## src/hw/cpu6809_defs.svh

```systemverilog
`ifndef CPU6809_DEFS_SVH
`define CPU6809_DEFS_SVH

// Bus widths
`define CPU_ADDR_W 16
`define CPU_DATA_W 8

// High byte of the reset vector, the low byte sits at the next address
`define CPU_RESET_VEC 16'hFFFE

// Opcode groups by high nibble
`define OP_HI_BRANCH 4'h2
`define OP_HI_INH_A  4'h4
`define OP_HI_INH_B  4'h5
`define OP_HI_IMM_A  4'h8
`define OP_HI_IMM_B  4'hC

// 16-bit immediate loads
`define OP_LDX_IMM 8'h8E
`define OP_LDD_IMM 8'hCC
`define OP_LDU_IMM 8'hCE

// Extended stores
`define OP_STA_EXT 8'hB7
`define OP_STB_EXT 8'hF7
`define OP_STD_EXT 8'hFD
`define OP_STX_EXT 8'hBF
`define OP_STU_EXT 8'hFF

`endif

```

## src/hw/cpu_isa_pkg.sv

```systemverilog
package cpu_isa_pkg;

  // Bit positions inside the CC byte
  typedef enum logic [2:0] {
    CC_C = 3'd0,
    CC_V = 3'd1,
    CC_Z = 3'd2,
    CC_N = 3'd3,
    CC_I = 3'd4,
    CC_H = 3'd5,
    CC_F = 3'd6,
    CC_E = 3'd7
  } cc_bit_e;

  // 8-bit ALU operations
  // NOP leaves every register and flag alone
  typedef enum logic [3:0] {
    ALU_NOP,
    ALU_ADD,
    ALU_SUB,
    ALU_CMP,
    ALU_AND,
    ALU_OR,
    ALU_EOR,
    ALU_LOAD,
    ALU_CLR,
    ALU_COM,
    ALU_NEG,
    ALU_INC,
    ALU_DEC,
    ALU_ASL,
    ALU_LSR,
    ALU_TST
  } alu_op_e;

  // Register choice for ALU, 16-bit load and store
  typedef enum logic [2:0] {
    REG_NONE,
    REG_A,
    REG_B,
    REG_D,
    REG_X,
    REG_U
  } reg_sel_e;

  // Short branch condition, low nibble of the 2x opcodes
  typedef enum logic [3:0] {
    BR_RA = 4'h0,
    BR_RN = 4'h1,
    BR_HI = 4'h2,
    BR_LS = 4'h3,
    BR_CC = 4'h4,
    BR_CS = 4'h5,
    BR_NE = 4'h6,
    BR_EQ = 4'h7,
    BR_VC = 4'h8,
    BR_VS = 4'h9,
    BR_PL = 4'hA,
    BR_MI = 4'hB,
    BR_GE = 4'hC,
    BR_LT = 4'hD,
    BR_GT = 4'hE,
    BR_LE = 4'hF
  } br_cond_e;

endpackage

```

## src/hw/cpu_bus_pkg.sv

```systemverilog
`include "cpu6809_defs.svh"

package cpu_bus_pkg;

  // Instruction bytes as fetched
  // valid marks the one execute cycle of the instruction
  typedef struct packed {
    logic                   valid;
    logic [`CPU_DATA_W-1:0] opcode;
    logic [`CPU_DATA_W-1:0] op1;
    logic [`CPU_DATA_W-1:0] op2;
  } fetch_word_t;

  // One execute command per instruction
  typedef struct packed {
    cpu_isa_pkg::alu_op_e  alu_op;
    cpu_isa_pkg::reg_sel_e acc;
    logic                  use_imm;
    cpu_isa_pkg::reg_sel_e ld16;
    cpu_isa_pkg::reg_sel_e st_src;
  } exec_cmd_t;

  // ALU output byte and flags
  typedef struct packed {
    logic [`CPU_DATA_W-1:0] value;
    logic                   h;
    logic                   n;
    logic                   z;
    logic                   v;
    logic                   c;
  } alu_result_t;

  // Toward the memory pins
  typedef struct packed {
    logic [`CPU_ADDR_W-1:0] addr;
    logic                   we;
    logic [`CPU_DATA_W-1:0] wdata;
  } mem_bus_t;

endpackage

```

## src/hw/alu8.sv

```systemverilog
`timescale 1ns/1ps
`include "cpu6809_defs.svh"

module alu8 (
  input  cpu_bus_pkg::exec_cmd_t   cmd,
  input  logic [`CPU_DATA_W-1:0]   a,
  input  logic [`CPU_DATA_W-1:0]   b,
  input  logic [`CPU_DATA_W-1:0]   imm,
  input  logic [`CPU_DATA_W-1:0]   cc,
  output cpu_bus_pkg::alu_result_t result
);

  logic [`CPU_DATA_W-1:0] lhs;
  logic [`CPU_DATA_W-1:0] rhs;
  logic [`CPU_DATA_W-1:0] r;
  logic [`CPU_DATA_W:0]   wide;
  logic [4:0]             nib;
  logic                   h;
  logic                   v;
  logic                   c;

  // Left operand is the accumulator, right is the immediate byte
  assign lhs = (cmd.acc == cpu_isa_pkg::REG_B) ? b : a;
  assign rhs = cmd.use_imm ? imm : '0;

  always_comb begin
    // H and C kept unless the operation says otherwise
    h    = cc[cpu_isa_pkg::CC_H];
    c    = cc[cpu_isa_pkg::CC_C];
    v    = 1'b0;
    wide = '0;
    nib  = '0;
    r    = lhs;
    case (cmd.alu_op)
      cpu_isa_pkg::ALU_ADD: begin
        wide = {1'b0, lhs} + {1'b0, rhs};
        nib  = {1'b0, lhs[3:0]} + {1'b0, rhs[3:0]};
        r    = wide[7:0];
        c    = wide[8];
        h    = nib[4];
        v    = (lhs[7] == rhs[7]) && (r[7] != lhs[7]);
      end
      // Carry is the borrow out of bit 7
      cpu_isa_pkg::ALU_SUB, cpu_isa_pkg::ALU_CMP: begin
        wide = {1'b0, lhs} - {1'b0, rhs};
        r    = wide[7:0];
        c    = wide[8];
        v    = (lhs[7] != rhs[7]) && (r[7] != lhs[7]);
      end
      cpu_isa_pkg::ALU_AND:  r = lhs & rhs;
      cpu_isa_pkg::ALU_OR:   r = lhs | rhs;
      cpu_isa_pkg::ALU_EOR:  r = lhs ^ rhs;
      cpu_isa_pkg::ALU_LOAD: r = rhs;
      cpu_isa_pkg::ALU_CLR: begin
        r = '0;
        c = 1'b0;
      end
      cpu_isa_pkg::ALU_COM: begin
        r = ~lhs;
        c = 1'b1;
      end
      cpu_isa_pkg::ALU_NEG: begin
        r = 8'h00 - lhs;
        c = (r != 8'h00);
        v = (r == 8'h80);
      end
      cpu_isa_pkg::ALU_INC: begin
        r = lhs + 8'h01;
        v = (lhs == 8'h7F);
      end
      cpu_isa_pkg::ALU_DEC: begin
        r = lhs - 8'h01;
        v = (lhs == 8'h80);
      end
      cpu_isa_pkg::ALU_ASL: begin
        r = {lhs[6:0], 1'b0};
        c = lhs[7];
        v = lhs[7] ^ lhs[6];
      end
      // N falls out as zero from the shift
      cpu_isa_pkg::ALU_LSR: begin
        r = {1'b0, lhs[7:1]};
        c = lhs[0];
      end
      // TST and NOP pass the accumulator through
      default: r = lhs;
    endcase
  end

  assign result = '{value: r, h: h, n: r[7], z: (r == '0), v: v, c: c};

endmodule

```

## src/hw/cpu6809_top.sv

```systemverilog
`timescale 1ns/1ps
`include "cpu6809_defs.svh"

module cpu6809_top (
  input  logic                   clk,
  input  logic                   reset_b,
  input  logic                   halt_b,
  input  logic [`CPU_DATA_W-1:0] din,
  output logic [`CPU_ADDR_W-1:0] addr,
  output logic                   data_rw_n,
  output logic [`CPU_DATA_W-1:0] data_out
);

  cpu_bus_pkg::fetch_word_t fetch;
  cpu_bus_pkg::exec_cmd_t   cmd;
  cpu_bus_pkg::alu_result_t result;
  cpu_bus_pkg::mem_bus_t    bus;

  logic [`CPU_DATA_W-1:0]   a;
  logic [`CPU_DATA_W-1:0]   b;
  logic [`CPU_DATA_W-1:0]   cc;
  logic [2*`CPU_DATA_W-1:0] store_value;
  logic [`CPU_ADDR_W-1:0]   pc;
  logic [`CPU_ADDR_W-1:0]   vec_value;
  logic                     vec_load;
  logic                     bus_busy;

  fetch_ctrl fetch_ctrl_i (
    .clk       (clk),
    .reset_b   (reset_b),
    .halt_b    (halt_b),
    .din       (din),
    .vec_load  (vec_load),
    .vec_value (vec_value),
    .bus_busy  (bus_busy),
    .cc        (cc),
    .pc        (pc),
    .fetch     (fetch)
  );

  inst_decode inst_decode_i (
    .fetch (fetch),
    .cmd   (cmd)
  );

  // Immediate byte is always the first operand
  alu8 alu8_i (
    .cmd    (cmd),
    .a      (a),
    .b      (b),
    .imm    (fetch.op1),
    .cc     (cc),
    .result (result)
  );

  reg_file reg_file_i (
    .clk         (clk),
    .reset_b     (reset_b),
    .cmd         (cmd),
    .result      (result),
    .imm16       ({fetch.op1, fetch.op2}),
    .a           (a),
    .b           (b),
    .cc          (cc),
    .store_value (store_value)
  );

  lsu lsu_i (
    .clk         (clk),
    .reset_b     (reset_b),
    .din         (din),
    .pc          (pc),
    .fetch       (fetch),
    .store_value (store_value),
    .bus         (bus),
    .vec_load    (vec_load),
    .vec_value   (vec_value),
    .bus_busy    (bus_busy)
  );

  // Pin side, read is high
  assign addr      = bus.addr;
  assign data_rw_n = ~bus.we;
  assign data_out  = bus.wdata;

endmodule

```

## src/hw/fetch_ctrl.sv

```systemverilog
`timescale 1ns/1ps
`include "cpu6809_defs.svh"

module fetch_ctrl (
  input  logic                     clk,
  input  logic                     reset_b,
  input  logic                     halt_b,
  input  logic [`CPU_DATA_W-1:0]   din,
  input  logic                     vec_load,
  input  logic [`CPU_ADDR_W-1:0]   vec_value,
  input  logic                     bus_busy,
  input  logic [`CPU_DATA_W-1:0]   cc,
  output logic [`CPU_ADDR_W-1:0]   pc,
  output cpu_bus_pkg::fetch_word_t fetch
);

  // One-hot fetch states
  localparam logic [3:0] ST_WAIT = 4'b0001;
  localparam logic [3:0] ST_OPC  = 4'b0010;
  localparam logic [3:0] ST_OP1  = 4'b0100;
  localparam logic [3:0] ST_OP2  = 4'b1000;

  logic [3:0]             state_q;
  logic [3:0]             state_d;
  logic [`CPU_DATA_W-1:0] ir_q;
  logic [`CPU_DATA_W-1:0] op1_q;
  logic [`CPU_DATA_W-1:0] op2_q;
  logic                   three_q;
  logic                   valid_q;
  logic                   valid_d;
  logic [`CPU_ADDR_W-1:0] pc_d;
  logic [`CPU_ADDR_W-1:0] pc_inc;
  logic [`CPU_ADDR_W-1:0] br_target;
  logic                   imm_lo;
  logic                   len_two;
  logic                   len_three;
  logic                   opc_go;
  logic                   taken;
  logic                   f_n;
  logic                   f_z;
  logic                   f_v;
  logic                   f_c;
  cpu_isa_pkg::br_cond_e  cond;

  // ------------------------------------------------------------------------
  // Opcode length from the byte on din
  // ------------------------------------------------------------------------
  always_comb begin
    // Immediate ALU forms kept in the 8x and Cx rows
    case (din[3:0])
      4'h0, 4'h1, 4'h4, 4'h6, 4'h8, 4'hA, 4'hB: imm_lo = 1'b1;
      default: imm_lo = 1'b0;
    endcase
    len_two = (din[7:4] == `OP_HI_BRANCH) ||
              (imm_lo && (din[7:4] == `OP_HI_IMM_A || din[7:4] == `OP_HI_IMM_B));
    case (din)
      `OP_LDX_IMM, `OP_LDD_IMM, `OP_LDU_IMM,
      `OP_STA_EXT, `OP_STB_EXT, `OP_STD_EXT,
      `OP_STX_EXT, `OP_STU_EXT: len_three = 1'b1;
      default: len_three = 1'b0;
    endcase
  end

  // Opcode taken unless the LSU owns the bus or halt is asserted
  assign opc_go = state_q[1] && !bus_busy && halt_b;

  // ------------------------------------------------------------------------
  // Short branch decision
  // ------------------------------------------------------------------------
  assign f_n  = cc[cpu_isa_pkg::CC_N];
  assign f_z  = cc[cpu_isa_pkg::CC_Z];
  assign f_v  = cc[cpu_isa_pkg::CC_V];
  assign f_c  = cc[cpu_isa_pkg::CC_C];
  assign cond = cpu_isa_pkg::br_cond_e'(ir_q[3:0]);

  always_comb begin
    case (cond)
      cpu_isa_pkg::BR_RA: taken = 1'b1;
      cpu_isa_pkg::BR_RN: taken = 1'b0;
      cpu_isa_pkg::BR_HI: taken = !(f_c || f_z);
      cpu_isa_pkg::BR_LS: taken = f_c || f_z;
      cpu_isa_pkg::BR_CC: taken = !f_c;
      cpu_isa_pkg::BR_CS: taken = f_c;
      cpu_isa_pkg::BR_NE: taken = !f_z;
      cpu_isa_pkg::BR_EQ: taken = f_z;
      cpu_isa_pkg::BR_VC: taken = !f_v;
      cpu_isa_pkg::BR_VS: taken = f_v;
      cpu_isa_pkg::BR_PL: taken = !f_n;
      cpu_isa_pkg::BR_MI: taken = f_n;
      cpu_isa_pkg::BR_GE: taken = !(f_n ^ f_v);
      cpu_isa_pkg::BR_LT: taken = f_n ^ f_v;
      cpu_isa_pkg::BR_GT: taken = !(f_z || (f_n ^ f_v));
      default:            taken = f_z || (f_n ^ f_v);
    endcase
  end

  // Offset is relative to the byte after it
  assign pc_inc    = pc + `CPU_ADDR_W'd1;
  assign br_target = pc_inc + {{(`CPU_ADDR_W-`CPU_DATA_W){din[7]}}, din};

  // ------------------------------------------------------------------------
  // Next state and PC
  // ------------------------------------------------------------------------
  always_comb begin
    state_d = state_q;
    pc_d    = pc;
    valid_d = 1'b0;
    case (1'b1)
      state_q[0]: begin
        if (vec_load) begin
          pc_d    = vec_value;
          state_d = ST_OPC;
        end
      end
      state_q[1]: begin
        if (opc_go) begin
          pc_d = pc_inc;
          if (len_two || len_three) begin
            state_d = ST_OP1;
          end else begin
            valid_d = 1'b1;
          end
        end
      end
      state_q[2]: begin
        pc_d = (ir_q[7:4] == `OP_HI_BRANCH && taken) ? br_target : pc_inc;
        if (three_q) begin
          state_d = ST_OP2;
        end else begin
          state_d = ST_OPC;
          valid_d = 1'b1;
        end
      end
      state_q[3]: begin
        pc_d    = pc_inc;
        state_d = ST_OPC;
        valid_d = 1'b1;
      end
      default: state_d = ST_WAIT;
    endcase
  end

  always_ff @(posedge clk or negedge reset_b) begin
    if (!reset_b) begin
      state_q <= ST_WAIT;
      pc      <= '0;
      valid_q <= 1'b0;
      three_q <= 1'b0;
    end else begin
      state_q <= state_d;
      pc      <= pc_d;
      valid_q <= valid_d;
      if (opc_go) begin
        three_q <= len_three;
      end
    end
  end

  // Instruction bytes
  always_ff @(posedge clk) begin
    if (opc_go) begin
      ir_q <= din;
    end
    if (state_q[2]) begin
      op1_q <= din;
    end
    if (state_q[3]) begin
      op2_q <= din;
    end
  end

  assign fetch = '{valid: valid_q, opcode: ir_q, op1: op1_q, op2: op2_q};

  state_onehot_a: assert property (@(posedge clk) disable iff (!reset_b)
    $onehot(state_q));

endmodule

```

## src/hw/inst_decode.sv

```systemverilog
`timescale 1ns/1ps
`include "cpu6809_defs.svh"

module inst_decode (
  input  cpu_bus_pkg::fetch_word_t fetch,
  output cpu_bus_pkg::exec_cmd_t   cmd
);

  logic [3:0] hi;
  logic [3:0] lo;

  assign hi = fetch.opcode[7:4];
  assign lo = fetch.opcode[3:0];

  always_comb begin
    cmd = '0;
    if (fetch.valid) begin
      case (hi)
        // Inherent A/B, bit 4 picks the accumulator
        `OP_HI_INH_A, `OP_HI_INH_B: begin
          case (lo)
            4'h0: cmd.alu_op = cpu_isa_pkg::ALU_NEG;
            4'h3: cmd.alu_op = cpu_isa_pkg::ALU_COM;
            4'h4: cmd.alu_op = cpu_isa_pkg::ALU_LSR;
            4'h8: cmd.alu_op = cpu_isa_pkg::ALU_ASL;
            4'hA: cmd.alu_op = cpu_isa_pkg::ALU_DEC;
            4'hC: cmd.alu_op = cpu_isa_pkg::ALU_INC;
            4'hD: cmd.alu_op = cpu_isa_pkg::ALU_TST;
            4'hF: cmd.alu_op = cpu_isa_pkg::ALU_CLR;
            default: cmd.alu_op = cpu_isa_pkg::ALU_NOP;
          endcase
          cmd.acc = fetch.opcode[4] ? cpu_isa_pkg::REG_B : cpu_isa_pkg::REG_A;
        end
        // Immediate rows, bit 6 picks the accumulator
        `OP_HI_IMM_A, `OP_HI_IMM_B: begin
          case (lo)
            4'h0: cmd.alu_op = cpu_isa_pkg::ALU_SUB;
            4'h1: cmd.alu_op = cpu_isa_pkg::ALU_CMP;
            4'h4: cmd.alu_op = cpu_isa_pkg::ALU_AND;
            4'h6: cmd.alu_op = cpu_isa_pkg::ALU_LOAD;
            4'h8: cmd.alu_op = cpu_isa_pkg::ALU_EOR;
            4'hA: cmd.alu_op = cpu_isa_pkg::ALU_OR;
            4'hB: cmd.alu_op = cpu_isa_pkg::ALU_ADD;
            default: cmd.alu_op = cpu_isa_pkg::ALU_NOP;
          endcase
          cmd.acc     = fetch.opcode[6] ? cpu_isa_pkg::REG_B : cpu_isa_pkg::REG_A;
          cmd.use_imm = 1'b1;
        end
        default: cmd.alu_op = cpu_isa_pkg::ALU_NOP;
      endcase

      // Unlisted low nibbles fall out as no-ops
      if (cmd.alu_op == cpu_isa_pkg::ALU_NOP) begin
        cmd.acc     = cpu_isa_pkg::REG_NONE;
        cmd.use_imm = 1'b0;
      end

      case (fetch.opcode)
        `OP_LDX_IMM: cmd.ld16   = cpu_isa_pkg::REG_X;
        `OP_LDD_IMM: cmd.ld16   = cpu_isa_pkg::REG_D;
        `OP_LDU_IMM: cmd.ld16   = cpu_isa_pkg::REG_U;
        `OP_STA_EXT: cmd.st_src = cpu_isa_pkg::REG_A;
        `OP_STB_EXT: cmd.st_src = cpu_isa_pkg::REG_B;
        `OP_STD_EXT: cmd.st_src = cpu_isa_pkg::REG_D;
        `OP_STX_EXT: cmd.st_src = cpu_isa_pkg::REG_X;
        `OP_STU_EXT: cmd.st_src = cpu_isa_pkg::REG_U;
        default: cmd.ld16 = cpu_isa_pkg::REG_NONE;
      endcase
    end
  end

  // ALU, 16-bit load and store never share one command
  always_comb begin
    one_unit_a: assert ($countones({cmd.alu_op != cpu_isa_pkg::ALU_NOP,
                                    cmd.ld16 != cpu_isa_pkg::REG_NONE,
                                    cmd.st_src != cpu_isa_pkg::REG_NONE}) <= 1);
  end

endmodule

```

## src/hw/lsu.sv

```systemverilog
`timescale 1ns/1ps
`include "cpu6809_defs.svh"

module lsu (
  input  logic                     clk,
  input  logic                     reset_b,
  input  logic [`CPU_DATA_W-1:0]   din,
  input  logic [`CPU_ADDR_W-1:0]   pc,
  input  cpu_bus_pkg::fetch_word_t fetch,
  input  logic [2*`CPU_DATA_W-1:0] store_value,
  output cpu_bus_pkg::mem_bus_t    bus,
  output logic                     vec_load,
  output logic [`CPU_ADDR_W-1:0]   vec_value,
  output logic                     bus_busy
);

  logic                   vec_hi_q;
  logic                   vec_lo_q;
  logic                   st_lo_q;
  logic [`CPU_DATA_W-1:0] vec_byte_q;
  logic [`CPU_ADDR_W-1:0] st_addr_q;
  logic [`CPU_DATA_W-1:0] st_data_q;
  logic                   st_start;
  logic                   st_wide;

  // Store opcodes, all but STA and STB write two bytes
  always_comb begin
    case (fetch.opcode)
      `OP_STA_EXT, `OP_STB_EXT: begin
        st_start = fetch.valid;
        st_wide  = 1'b0;
      end
      `OP_STD_EXT, `OP_STX_EXT, `OP_STU_EXT: begin
        st_start = fetch.valid;
        st_wide  = 1'b1;
      end
      default: begin
        st_start = 1'b0;
        st_wide  = 1'b0;
      end
    endcase
  end

  // ------------------------------------------------------------------------
  // Address mux: vector, store high byte, store low byte, then fetch
  // ------------------------------------------------------------------------
  always_comb begin
    bus = '{addr: pc, we: 1'b0, wdata: store_value[7:0]};
    if (vec_hi_q) begin
      bus.addr = `CPU_RESET_VEC;
    end else if (vec_lo_q) begin
      bus.addr = `CPU_RESET_VEC + `CPU_ADDR_W'd1;
    end else if (st_start) begin
      bus.addr  = {fetch.op1, fetch.op2};
      bus.we    = 1'b1;
      bus.wdata = store_value[15:8];
    end else if (st_lo_q) begin
      bus.addr  = st_addr_q;
      bus.we    = 1'b1;
      bus.wdata = st_data_q;
    end
  end

  assign vec_load  = vec_lo_q;
  assign vec_value = {vec_byte_q, din};
  assign bus_busy  = vec_hi_q || vec_lo_q || st_start || st_lo_q;

  always_ff @(posedge clk or negedge reset_b) begin
    if (!reset_b) begin
      vec_hi_q <= 1'b1;
      vec_lo_q <= 1'b0;
      st_lo_q  <= 1'b0;
    end else begin
      vec_hi_q <= 1'b0;
      vec_lo_q <= vec_hi_q;
      st_lo_q  <= st_start && st_wide;
    end
  end

  // Vector high byte, second store address and low store byte
  // The command is gone by the second store cycle
  always_ff @(posedge clk) begin
    if (vec_hi_q) begin
      vec_byte_q <= din;
    end
    if (st_start) begin
      st_addr_q <= {fetch.op1, fetch.op2} + `CPU_ADDR_W'd1;
      st_data_q <= store_value[7:0];
    end
  end

  // No store may be sequenced before the vector is in
  vec_no_write_a: assert property (@(posedge clk) disable iff (!reset_b)
    (vec_hi_q || vec_lo_q) |-> !(st_start || st_lo_q));

endmodule

```

## src/hw/reg_file.sv

```systemverilog
`timescale 1ns/1ps
`include "cpu6809_defs.svh"

module reg_file (
  input  logic                     clk,
  input  logic                     reset_b,
  input  cpu_bus_pkg::exec_cmd_t   cmd,
  input  cpu_bus_pkg::alu_result_t result,
  input  logic [2*`CPU_DATA_W-1:0] imm16,
  output logic [`CPU_DATA_W-1:0]   a,
  output logic [`CPU_DATA_W-1:0]   b,
  output logic [`CPU_DATA_W-1:0]   cc,
  output logic [2*`CPU_DATA_W-1:0] store_value
);

  logic [2*`CPU_DATA_W-1:0] x_q;
  logic [2*`CPU_DATA_W-1:0] u_q;
  logic                     acc_wr;

  // CMP and TST only touch flags
  assign acc_wr = cmd.alu_op != cpu_isa_pkg::ALU_NOP &&
                  cmd.alu_op != cpu_isa_pkg::ALU_CMP &&
                  cmd.alu_op != cpu_isa_pkg::ALU_TST;

  // Byte stores go out on the high half
  always_comb begin
    case (cmd.st_src)
      cpu_isa_pkg::REG_A: store_value = {a, 8'h00};
      cpu_isa_pkg::REG_B: store_value = {b, 8'h00};
      cpu_isa_pkg::REG_D: store_value = {a, b};
      cpu_isa_pkg::REG_X: store_value = x_q;
      cpu_isa_pkg::REG_U: store_value = u_q;
      default:            store_value = '0;
    endcase
  end

  always_ff @(posedge clk or negedge reset_b) begin
    if (!reset_b) begin
      a   <= '0;
      b   <= '0;
      x_q <= '0;
      u_q <= '0;
      // E, F and I set out of reset
      cc  <= 8'hD0;
    end else begin
      if (cmd.alu_op != cpu_isa_pkg::ALU_NOP) begin
        if (acc_wr && cmd.acc == cpu_isa_pkg::REG_A) a <= result.value;
        if (acc_wr && cmd.acc == cpu_isa_pkg::REG_B) b <= result.value;
        cc[cpu_isa_pkg::CC_H] <= result.h;
        cc[cpu_isa_pkg::CC_N] <= result.n;
        cc[cpu_isa_pkg::CC_Z] <= result.z;
        cc[cpu_isa_pkg::CC_V] <= result.v;
        cc[cpu_isa_pkg::CC_C] <= result.c;
      end
      // 16-bit load, C kept
      if (cmd.ld16 != cpu_isa_pkg::REG_NONE) begin
        if (cmd.ld16 == cpu_isa_pkg::REG_D) {a, b} <= imm16;
        if (cmd.ld16 == cpu_isa_pkg::REG_X) x_q <= imm16;
        if (cmd.ld16 == cpu_isa_pkg::REG_U) u_q <= imm16;
        cc[cpu_isa_pkg::CC_N] <= imm16[15];
        cc[cpu_isa_pkg::CC_Z] <= (imm16 == '0);
        cc[cpu_isa_pkg::CC_V] <= 1'b0;
      end
      // Store flags from the value on the bus
      if (cmd.st_src != cpu_isa_pkg::REG_NONE) begin
        cc[cpu_isa_pkg::CC_N] <= store_value[15];
        cc[cpu_isa_pkg::CC_Z] <= (store_value == '0);
        cc[cpu_isa_pkg::CC_V] <= 1'b0;
      end
    end
  end

endmodule

```

## config.mk

```make
export PLATFORM = sky130hd
export DESIGN_NAME = cpu6809_top
export DESIGN_NICKNAME = d
export VERILOG_FILES = /design/src/hw/cpu_isa_pkg.sv /design/src/hw/cpu_bus_pkg.sv /design/src/hw/alu8.sv /design/src/hw/cpu6809_top.sv /design/src/hw/fetch_ctrl.sv /design/src/hw/inst_decode.sv /design/src/hw/lsu.sv /design/src/hw/reg_file.sv
export VERILOG_INCLUDE_DIRS = /design/src /design/src/hw
export SDC_FILE = /design/constraint.sdc
export NUM_CORES = 1
export LEC_CHECK = 0
export ABC_AREA = 1
export BUFFER_PORTS_ARGS = -buffer_cell sky130_fd_sc_hd__buf_4
export CAP_MARGIN = 25
export CORE_MARGIN = 1
export CORE_UTILIZATION = 40
export DETAILED_ROUTE_END_ITERATION = 8
export PLACE_DENSITY_LB_ADDON = 0.1
export REMOVE_ABC_BUFFERS = 1
export SETUP_SLACK_MARGIN = 0.15
export SLEW_MARGIN = 20
export SYNTH_ARGS = -nofsm -noshare
export SYNTH_HDL_FRONTEND = slang
export SYNTH_SLANG_ARGS = --single-unit
```

## constraint.sdc

```tcl
create_clock -name clk -period 4.75 [get_ports clk]
set_input_delay 0.475 -clock clk [delete_from_list [all_inputs] [get_ports clk]]
set_output_delay 0.475 -clock clk [all_outputs]
set_load 0.02 [all_outputs]
```

Word-level counts from Yosys, hierarchy flattened:

Memory sizes are Yosys's and may differ from the RTL's. A register that Yosys moved wholly into a read port is not among the register bits.
Cells that the tools add are included.

* flip-flop bits (word level): 133
* bits in read-only memories: 64
* input port bits: 11
* output and inout port bits: 25
* word-level logic and storage cells: 231
* memories kept: 1

Memory list
* (no name shown): depth 16, width 4, read ports 1, clocked after Yosys merged registers in 1, wr ports 0, line inst_decode.sv:21 `case (lo)`

* add/subtract/negate cells: 8
* eq/ne operators: 80
* muxes and demuxes: 62
* bitwise operators: 7
* reduce and logical (&&, ||, !) cells: 52

Operator list (count)
* 8-bit == test (second input constant): 18
* 16-bit two-way mux: 9
* 8-bit case mux with 13 select lines: 1
* 4-bit == test (second input constant): 21
* 8-bit two-way mux: 10
* 16-bit case mux with 5 select lines: 1
* 25-bit two-way mux: 2
* 4-bit by 3-bit == test with 1-bit output (second input constant): 12
* 4-bit two-way mux: 11
* 16-bit by 1-bit adder with 16-bit output (second input constant): 2
* 16-bit logical NOT: 2
* 4-bit by 2-bit == test with 1-bit output (second input constant): 6
* 3-bit case mux with 7 select lines: 1
* 9-bit two-way mux: 2
* 16-bit adder: 1
* 1-bit case mux with 15 select lines: 1
* 3-bit case mux with 5 select lines: 1
* 14-bit two-way mux: 1
* 3-bit by 2-bit == test with 1-bit output (second input constant): 4
* 3-bit == test (second input constant): 4
* 4-bit by 1-bit == test with 1-bit output (second input constant): 3
* 4-bit logical NOT: 3
* 1-bit two-way mux: 12
* 1-bit logical AND: 11
* 40 further kinds: 70

Logic depth before layout (Yosys ltp):

* depth after elaboration: 16
* gate-level depth with buffers: 33
* depth with buffers taken out: 33

Modules after synthesis:

Synthesis repeated with hierarchy kept, for this count alone.

* cell total of the unflattened synthesis: 1812
* area, all modules: 12002.8 um2

Modules (own cells, without submodules)
* fetch_ctrl: times used 1, cells an instance 506, area an instance 3518.4 um2, sequential area each 1272.5 um2
* reg_file: times used 1, cells an instance 393, area an instance 2887.8 um2, sequential area each 1326.3 um2
* alu8: times used 1, cells an instance 533, area an instance 2819.0 um2, sequential area each 0.0 um2
* lsu: times used 1, cells an instance 284, area an instance 2258.4 um2, sequential area each 1037.2 um2
* inst_decode: times used 1, cells an instance 95, area an instance 515.5 um2, sequential area each 0.0 um2
* cpu6809_top: times used 1, cells an instance 1, area an instance 3.8 um2, sequential area each 0.0 um2

Worst setup path after synthesis:

OpenSTA, ideal clock, no wires.

* path kind: register to register
* start point: register fetch_ctrl_i.ir_q[3]
* end point: register reg_file_i.cc[1]
* setup time: 0.131 ns
* arrival time: 3.287 ns
* required time: 4.619 ns
* slack: 1.332 ns
* cell stages (with the launch flop): 28
* buffers on the path: 1
* period minus slack after synthesis: 3.418 ns
* path through: edfxtp_1 > buf_6 > nor2_2 > nand2_2 > nand3_1 > nand2_2 > nand2_4 > inv_2 > nand2_4 > inv_1 > nor2_2 > inv_1 > nor2_1 > inv_1 > ha_1 > a21oi_1 > nand2_1 > nand2_1 > nand2_1 > a21oi_1 > nor2_1 > o21ai_0 > nand2_1 > xor2_1 > nand3_1 > nand2_1 > a221oi_1 > nand3_1

* word-level cells in the longest chain between the ends: 16
* elaborated cells between the ends (all ways): 55
* classes of those cells: 3 x add/sub; 29 x eq/ne; 13 x mux; 1 x bitwise; 9 x reduce/logical

RTL lines
* from (decl): line fetch_ctrl.sv:25 `` logic [`CPU_DATA_W-1:0] ir_q; ``
* from (signal assigned): line fetch_ctrl.sv:162 `ir_q <= din;`
* 4-bit == test, or another cell as far along: line inst_decode.sv:36 `case (lo)`
* 3-bit case mux with 7 select lines: line inst_decode.sv:36
* 4-bit case mux with 2 select lines: line inst_decode.sv:18 `case (hi)`
* 4-bit two-way mux: line inst_decode.sv:17 `if (fetch.valid) begin`
* 4-bit logical NOT: line inst_decode.sv:53 `if (cmd.alu_op == cpu_isa_pkg::ALU_NOP) begin`
* 4-bit two-way mux: line inst_decode.sv:53
* 14-bit two-way mux (*): line inst_decode.sv:17
* parallel branches: the longest is 9 deep, another holds 1-bit by 8-bit subtractor with 8-bit output
* to (signal, indexed assignment): line reg_file.sv:49 `cc[cpu_isa_pkg::CC_H] <= result.h;`
* to (signal, indexed assignment): line reg_file.sv:66 `cc[cpu_isa_pkg::CC_N] <= store_value[15];`
* to (signal, indexed assignment): line reg_file.sv:67 `cc[cpu_isa_pkg::CC_Z] <= (store_value == '0);`
* to (decl): line reg_file.sv:12 `` output logic [`CPU_DATA_W-1:0] cc, ``

Every way passes the cells marked *. The select of a mux whose other input is x is not followed.
A chain may end at the register's enable or synchronous reset.

Final worst setup path:

* start point: register fetch_ctrl_i.ir_q[1]
* end point: register reg_file_i.a[5]

* word-level cells in the longest chain between the ends: 15
* elaborated cells between the ends (all ways): 58
* classes of those cells: 5 x add/sub; 28 x eq/ne; 13 x mux; 4 x bitwise; 8 x reduce/logical

RTL lines
* 4-bit == test, or another cell as far along: line inst_decode.sv:36
* 3-bit case mux with 7 select lines: line inst_decode.sv:36
* 4-bit case mux with 2 select lines: line inst_decode.sv:18
* 4-bit two-way mux: line inst_decode.sv:17
* 4-bit logical NOT: line inst_decode.sv:53
* 4-bit two-way mux: line inst_decode.sv:53
* 14-bit two-way mux (*): line inst_decode.sv:17
* 3-bit by 2-bit == test with 1-bit output: line alu8.sv:23 `assign lhs = (cmd.acc == cpu_isa_pkg::REG_B) ? b : a;`
* 8-bit two-way mux: line alu8.sv:23
* 8-bit by 1-bit subtractor with 8-bit output, or another cell as far along: line alu8.sv:72 `r = lhs - 8'h01;`
* 8-bit case mux with 13 select lines: line alu8.sv:34 `case (cmd.alu_op)`
* 8-bit two-way mux: line reg_file.sv:47 `if (acc_wr && cmd.acc == cpu_isa_pkg::REG_A) a <= result.value;`
* 8-bit two-way mux: line reg_file.sv:46 `if (cmd.alu_op != cpu_isa_pkg::ALU_NOP) begin`
* 8-bit two-way mux: line reg_file.sv:57 `if (cmd.ld16 == cpu_isa_pkg::REG_D) {a, b} <= imm16;`
* 8-bit two-way mux (*): line reg_file.sv:56 `if (cmd.ld16 != cpu_isa_pkg::REG_NONE) begin`
* to (signal assigned): line reg_file.sv:47
* to (signal assigned): line reg_file.sv:57
* to (decl): line reg_file.sv:10 `` output logic [`CPU_DATA_W-1:0] a, ``

Mark *: on every way between the ends. The rest lies on a longest branch, timed or not. The select of a mux whose other input is x is not followed.

==> metrics.md <==
| Metric | Value |
|---|---|
| PwrDens | `330 nW/um^2` |
| DRC Markers | `1` |
| Worst Tran Pin Value | `844 ps` |
| Ys flop type | `dfrtp_1` |
| Root Buffer | `clkbuf_16` |
| Number of global-route vias before repair | `9980` |
| Placed wire-length estimate | `around 28 mm` |
| CP max stage cell | `edfxtp_1` |
| WL final | `37.0 mm` |
| Cell Area, Synth | `about 11000 um^2` |
| FP Rows | `59` |
| Design Area, Final | `12000 um^2` |
| Leakage | `0.00579 uW` |
| Post-DR wirelength/cell | `roughly 20 um` |
| Final antenna-violating net count | `0` |
| Worst-Skew Late Latency | `between 400 and 500 ps` |
| Post-DP Area | `11300 um^2` |
| Gate Count Post-Synth | `1469` |
| Antenna violations before repair | `0` |
| Slew Limit Fails | `0` |
| CTS Buffer Depth | `2` |
| Logic pwr share | `0.299` |
| Drt via density | `5.54` |
| Fillcell total | `approximately 2800` |
| Setup-failing EPs final | `0` |
| Chip height | `166 um` |
| ANT cells | `0` |
| Syn avg cell area | `7.34 um^2` |
| CTS tree | `yes` |
| Initial Util | `0.411` |
| Switching Fraction | `0.375` |
| Largest net degree at the start of global routing | `42` |
| R2R Path End | `reg_file_i.a[5]` |
| Num CTS Buffers | `17` |
| GPL Wtd Cong | `about 1.0` |
| Critical-path maximum fanout | `14` |
| WS Path Type | `flip-flop to flip-flop` |
| Seq cells post-synth | `~140` |
| Crit-path leading delay family | `simple AND/OR/NAND/NOR gates` |
| Die W | `166 um` |
| Critical Path Max Stage Delay | `520 ps` |
| Simple-Gate Fraction of Synth Area | `0.287` |
| Core area | `26300 um^2` |
| Period minus WS final | `4210 ps` |
| Iteration count of the initial detailed-routing pass | `9` |
| IO Pins | `36` |
| Synth Area in Adders | `0.0712` |
| Hold Fails Final Rpt | `0` |
| Yosys cell types | `70` |
| Compound-Gate Fraction of Synth Area | `0.172` |
| VDD IR max | `212 uV` |
| EDFF count, synth | `56` |
| Layout cells sized above 1 | `0.119` |
| Failing checks | `DRC` |
| Rel. slew slack | `0.436` |
| Port buffer count | `35` |
| Sequential power share | `0.376` |
| Post-synthesis mux area share | `0` |
| Min-Delay Path Class | `input port to async pin` |
| DRT iter0 DRCs | `933` |
| Seq/Total Area, Yosys | `0.342` |
| Fin crit share | `0.886` |
| Clock sink count | `137` |
| P_sw | `1490 uW` |
| Worst R2R Path Depth | `24` |
| RSZ-0062 raised after global routing | `no` |
| Status | `finished, violations left` |
| Internal power | `around 2500 uW` |
| Critical Path End Type | `flip-flop` |
| Bufs and invs on worst path | `5` |
| Final Skew | `16.9 ps` |
| YS warnings | `0` |
| H-tree depth | `4` |
| Layout area overhead | `11.2%` |
| Clock power frac | `0.325` |
| F_max | `238 MHz` |
| Fin nets | `approximately 1600` |
| Critical Path AT | `around 4500 ps` |
| CP most frequent cell | `inv_1` |
| Total grt overflow | `0` |
| Max Cap Viol | `0` |
| CP Data Required Time | `5020 ps` |
| DIE AREA | `27600 um^2` |
| Clk slew on worst S/H paths | `70 ps` |
| Synth Area in XOR/XNOR | `0.0357` |
| Async SR Flop Fraction | `0.562` |
| RR Startpoint | `fetch_ctrl_i.ir_q[1]` |
| Largest family of logic cells by synthesized area | `simple AND/OR/NAND/NOR gates` |
| Via count | `10300` |
| CP Cell Sequence | `nor2_4 > nand2_1 > nand3_1 > nand2_2 > nand2_4 > inv_2 > nand2_4 > inv_1 > nor2_2 > inv_1 > nor2_1 > inv_1 > ha_2 > inv_1 > a21oi_1 > nand2_1 > a21oi_1 > o21ai_0 > o21ai_0 > nand4_1 > nor2_1 > nand3_1 > nand3_1 > a22oi_1` |
| GRT Total Usage | `0.273` |
| First-pass GRT wire length | `57.9 mm` |
| Setup TNS | `0 ps` |
| R2R Setup Slk | `540 ps` |
| Crit start category | `flip-flop` |
==> cell type report <==
type,count,area [um^2],share of cell area
Clock buffer,17,425,0.0354
Clock inverter,15,130,0.0108
Inverter,207,782,0.0652
Multi-Input combinational cell,1091,6150,0.512
Sequential cell,137,3690,0.308
Tap cell,335,419,0.0349
Timing Repair Buffer,51,408,0.0340
==> power by group through the flow <==
stage                     registers (uW)  logic [uW]  clock network, uW
final                               1490        1180               1290
after CTS                           1480        1180               1300
after global routing                1500        1340               1350
after global placement              1510        1170                  0
after detailed placement            1510        1170                  0
after floorplan                     1460         859                  0
==> registers in the layout, summed over array words and instances, names as in the netlist, 8 cells and up, named ones only <==
| signal | cells |
|---|---|
| fetch_ctrl_i.ir_q | 8 |
| fetch_ctrl_i.op1_q | 8 |
| fetch_ctrl_i.op2_q | 8 |
| fetch_ctrl_i.pc | 16 |
| lsu_i.st_addr_q | 16 |
| lsu_i.st_data_q | 8 |
| lsu_i.vec_byte_q | 8 |
| reg_file_i.a | 8 |
| reg_file_i.b | 8 |
| reg_file_i.u_q | 16 |
| reg_file_i.x_q | 16 |
==> worst reg2reg max path, stage by stage (launching register included) <==
cell	delay, ps
edfxtp_1	520
nor2_4	210
nand2_1	90
nand3_1	120
nand2_2	90
nand2_4	120
inv_2	60
nand2_4	170
inv_1	90
nor2_2	180
inv_1	150
nor2_1	150
inv_1	80
ha_2	400
inv_1	100
a21oi_1	130
nand2_1	120
a21oi_1	180
o21ai_0	110
o21ai_0	260
nand4_1	140
nor2_1	190
nand3_1	190
nand3_1	130
a22oi_1	70
==> synthesized netlist by cell type (6+ instances only) <==
cell	number	area share
nand2_2	20	0.012
xor2_1	38	0.031
nor2_1	102	0.035
inv_1	189	0.066
a21oi_1	89	0.041
xnor2_1	6	0.0049
ha_1	55	0.064
a211oi_1	8	0.0056
nand2_4	7	0.0073
buf_6	6	0.0063
a221oi_1	6	0.0049
dfrtp_1	75	0.17
inv_2	12	0.0042
nand2_1	330	0.11
o21ai_0	126	0.058
o21ai_2	7	0.0057
a22oi_1	13	0.0090
edfxtp_1	56	0.16
clkbuf_1	20	0.0070
o22ai_1	10	0.0058
nand3_1	127	0.059
nor3_1	30	0.014
nand4_1	22	0.013
nor2_2	8	0.0046
==> logic make-up (layout without fill, tap and decap cells) <==
logic type	count (synthesis)	count (layout)
simple gates	679	679
compound gates	308	308
buf+inv	241	290
flops	137	137
fa+ha+maj	59	59
xor+xnor	44	44
other cells	1	1
==> routing by layer <==
layer,share of wire,vias up,GRT usage,wire (um)
met5,0,-,0,0
met4,0.037,0,0.117,1390
met3,0.059,67,0.0419,2200
met2,0.47,362,0.451,17300
met1,0.44,4816,0.356,16200
li1,-,5012,-,-
==> stage by stage <==
stage	total power [uW]	worst slack (ps)	utilization	hold WS, ps	instances
6_report	3960	542	0.457	32.9	1853
5_1_grt	4190	165	0.457	60.5	1853
4_1_cts	3970	485	0.453	31.8	1847
3_5_place_dp	2680	499	0.432	474	1815
3_3_place_gp	2670	521	0.432	467	1815
2_1_floorplan	2320	1120	-	179	1435
==> what timing repair did <==
action | 4_1_cts | 5_1_grt
setup endpoints to repair | 0 | 11
resized for setup | 0 | 6
hold buffers | 0 | 0
buffers inserted | 0 | 4
==> how the worst max path moves through the flow <==
stage | cells after the start | startpoint | slack, ps | to
global placement | 27 | fetch_ctrl_i.ir_q[3] | 520 | reg_file_i.cc[3]
finish | 24 | fetch_ctrl_i.ir_q[1] | 540 | reg_file_i.a[5]
detailed placement | 27 | fetch_ctrl_i.ir_q[3] | 500 | reg_file_i.cc[3]
floorplan | 11 | fetch_ctrl_i.ir_q[3] | 1120 | addr[9]
CTS | 30 | fetch_ctrl_i.ir_q[3] | 490 | reg_file_i.cc[2]
global route | 33 | fetch_ctrl_i.ir_q[2] | 170 | reg_file_i.cc[2]
==> placed cells by master (no fill, tap or decap), types with 13 or more instances in the layout <==
cell type,count
nand2_1,330
inv_1,189
nand3_1,127
o21ai_0,126
nor2_1,102
a21oi_1,87
dfrtp_1,75
edfxtp_1,56
ha_1,54
buf_4,48
xor2_1,38
nor3_1,30
nand4_1,22
nand2_2,19
clkbuf_16,17
inv_2,13
a22oi_1,13
(Power assumes the default switching activity.)
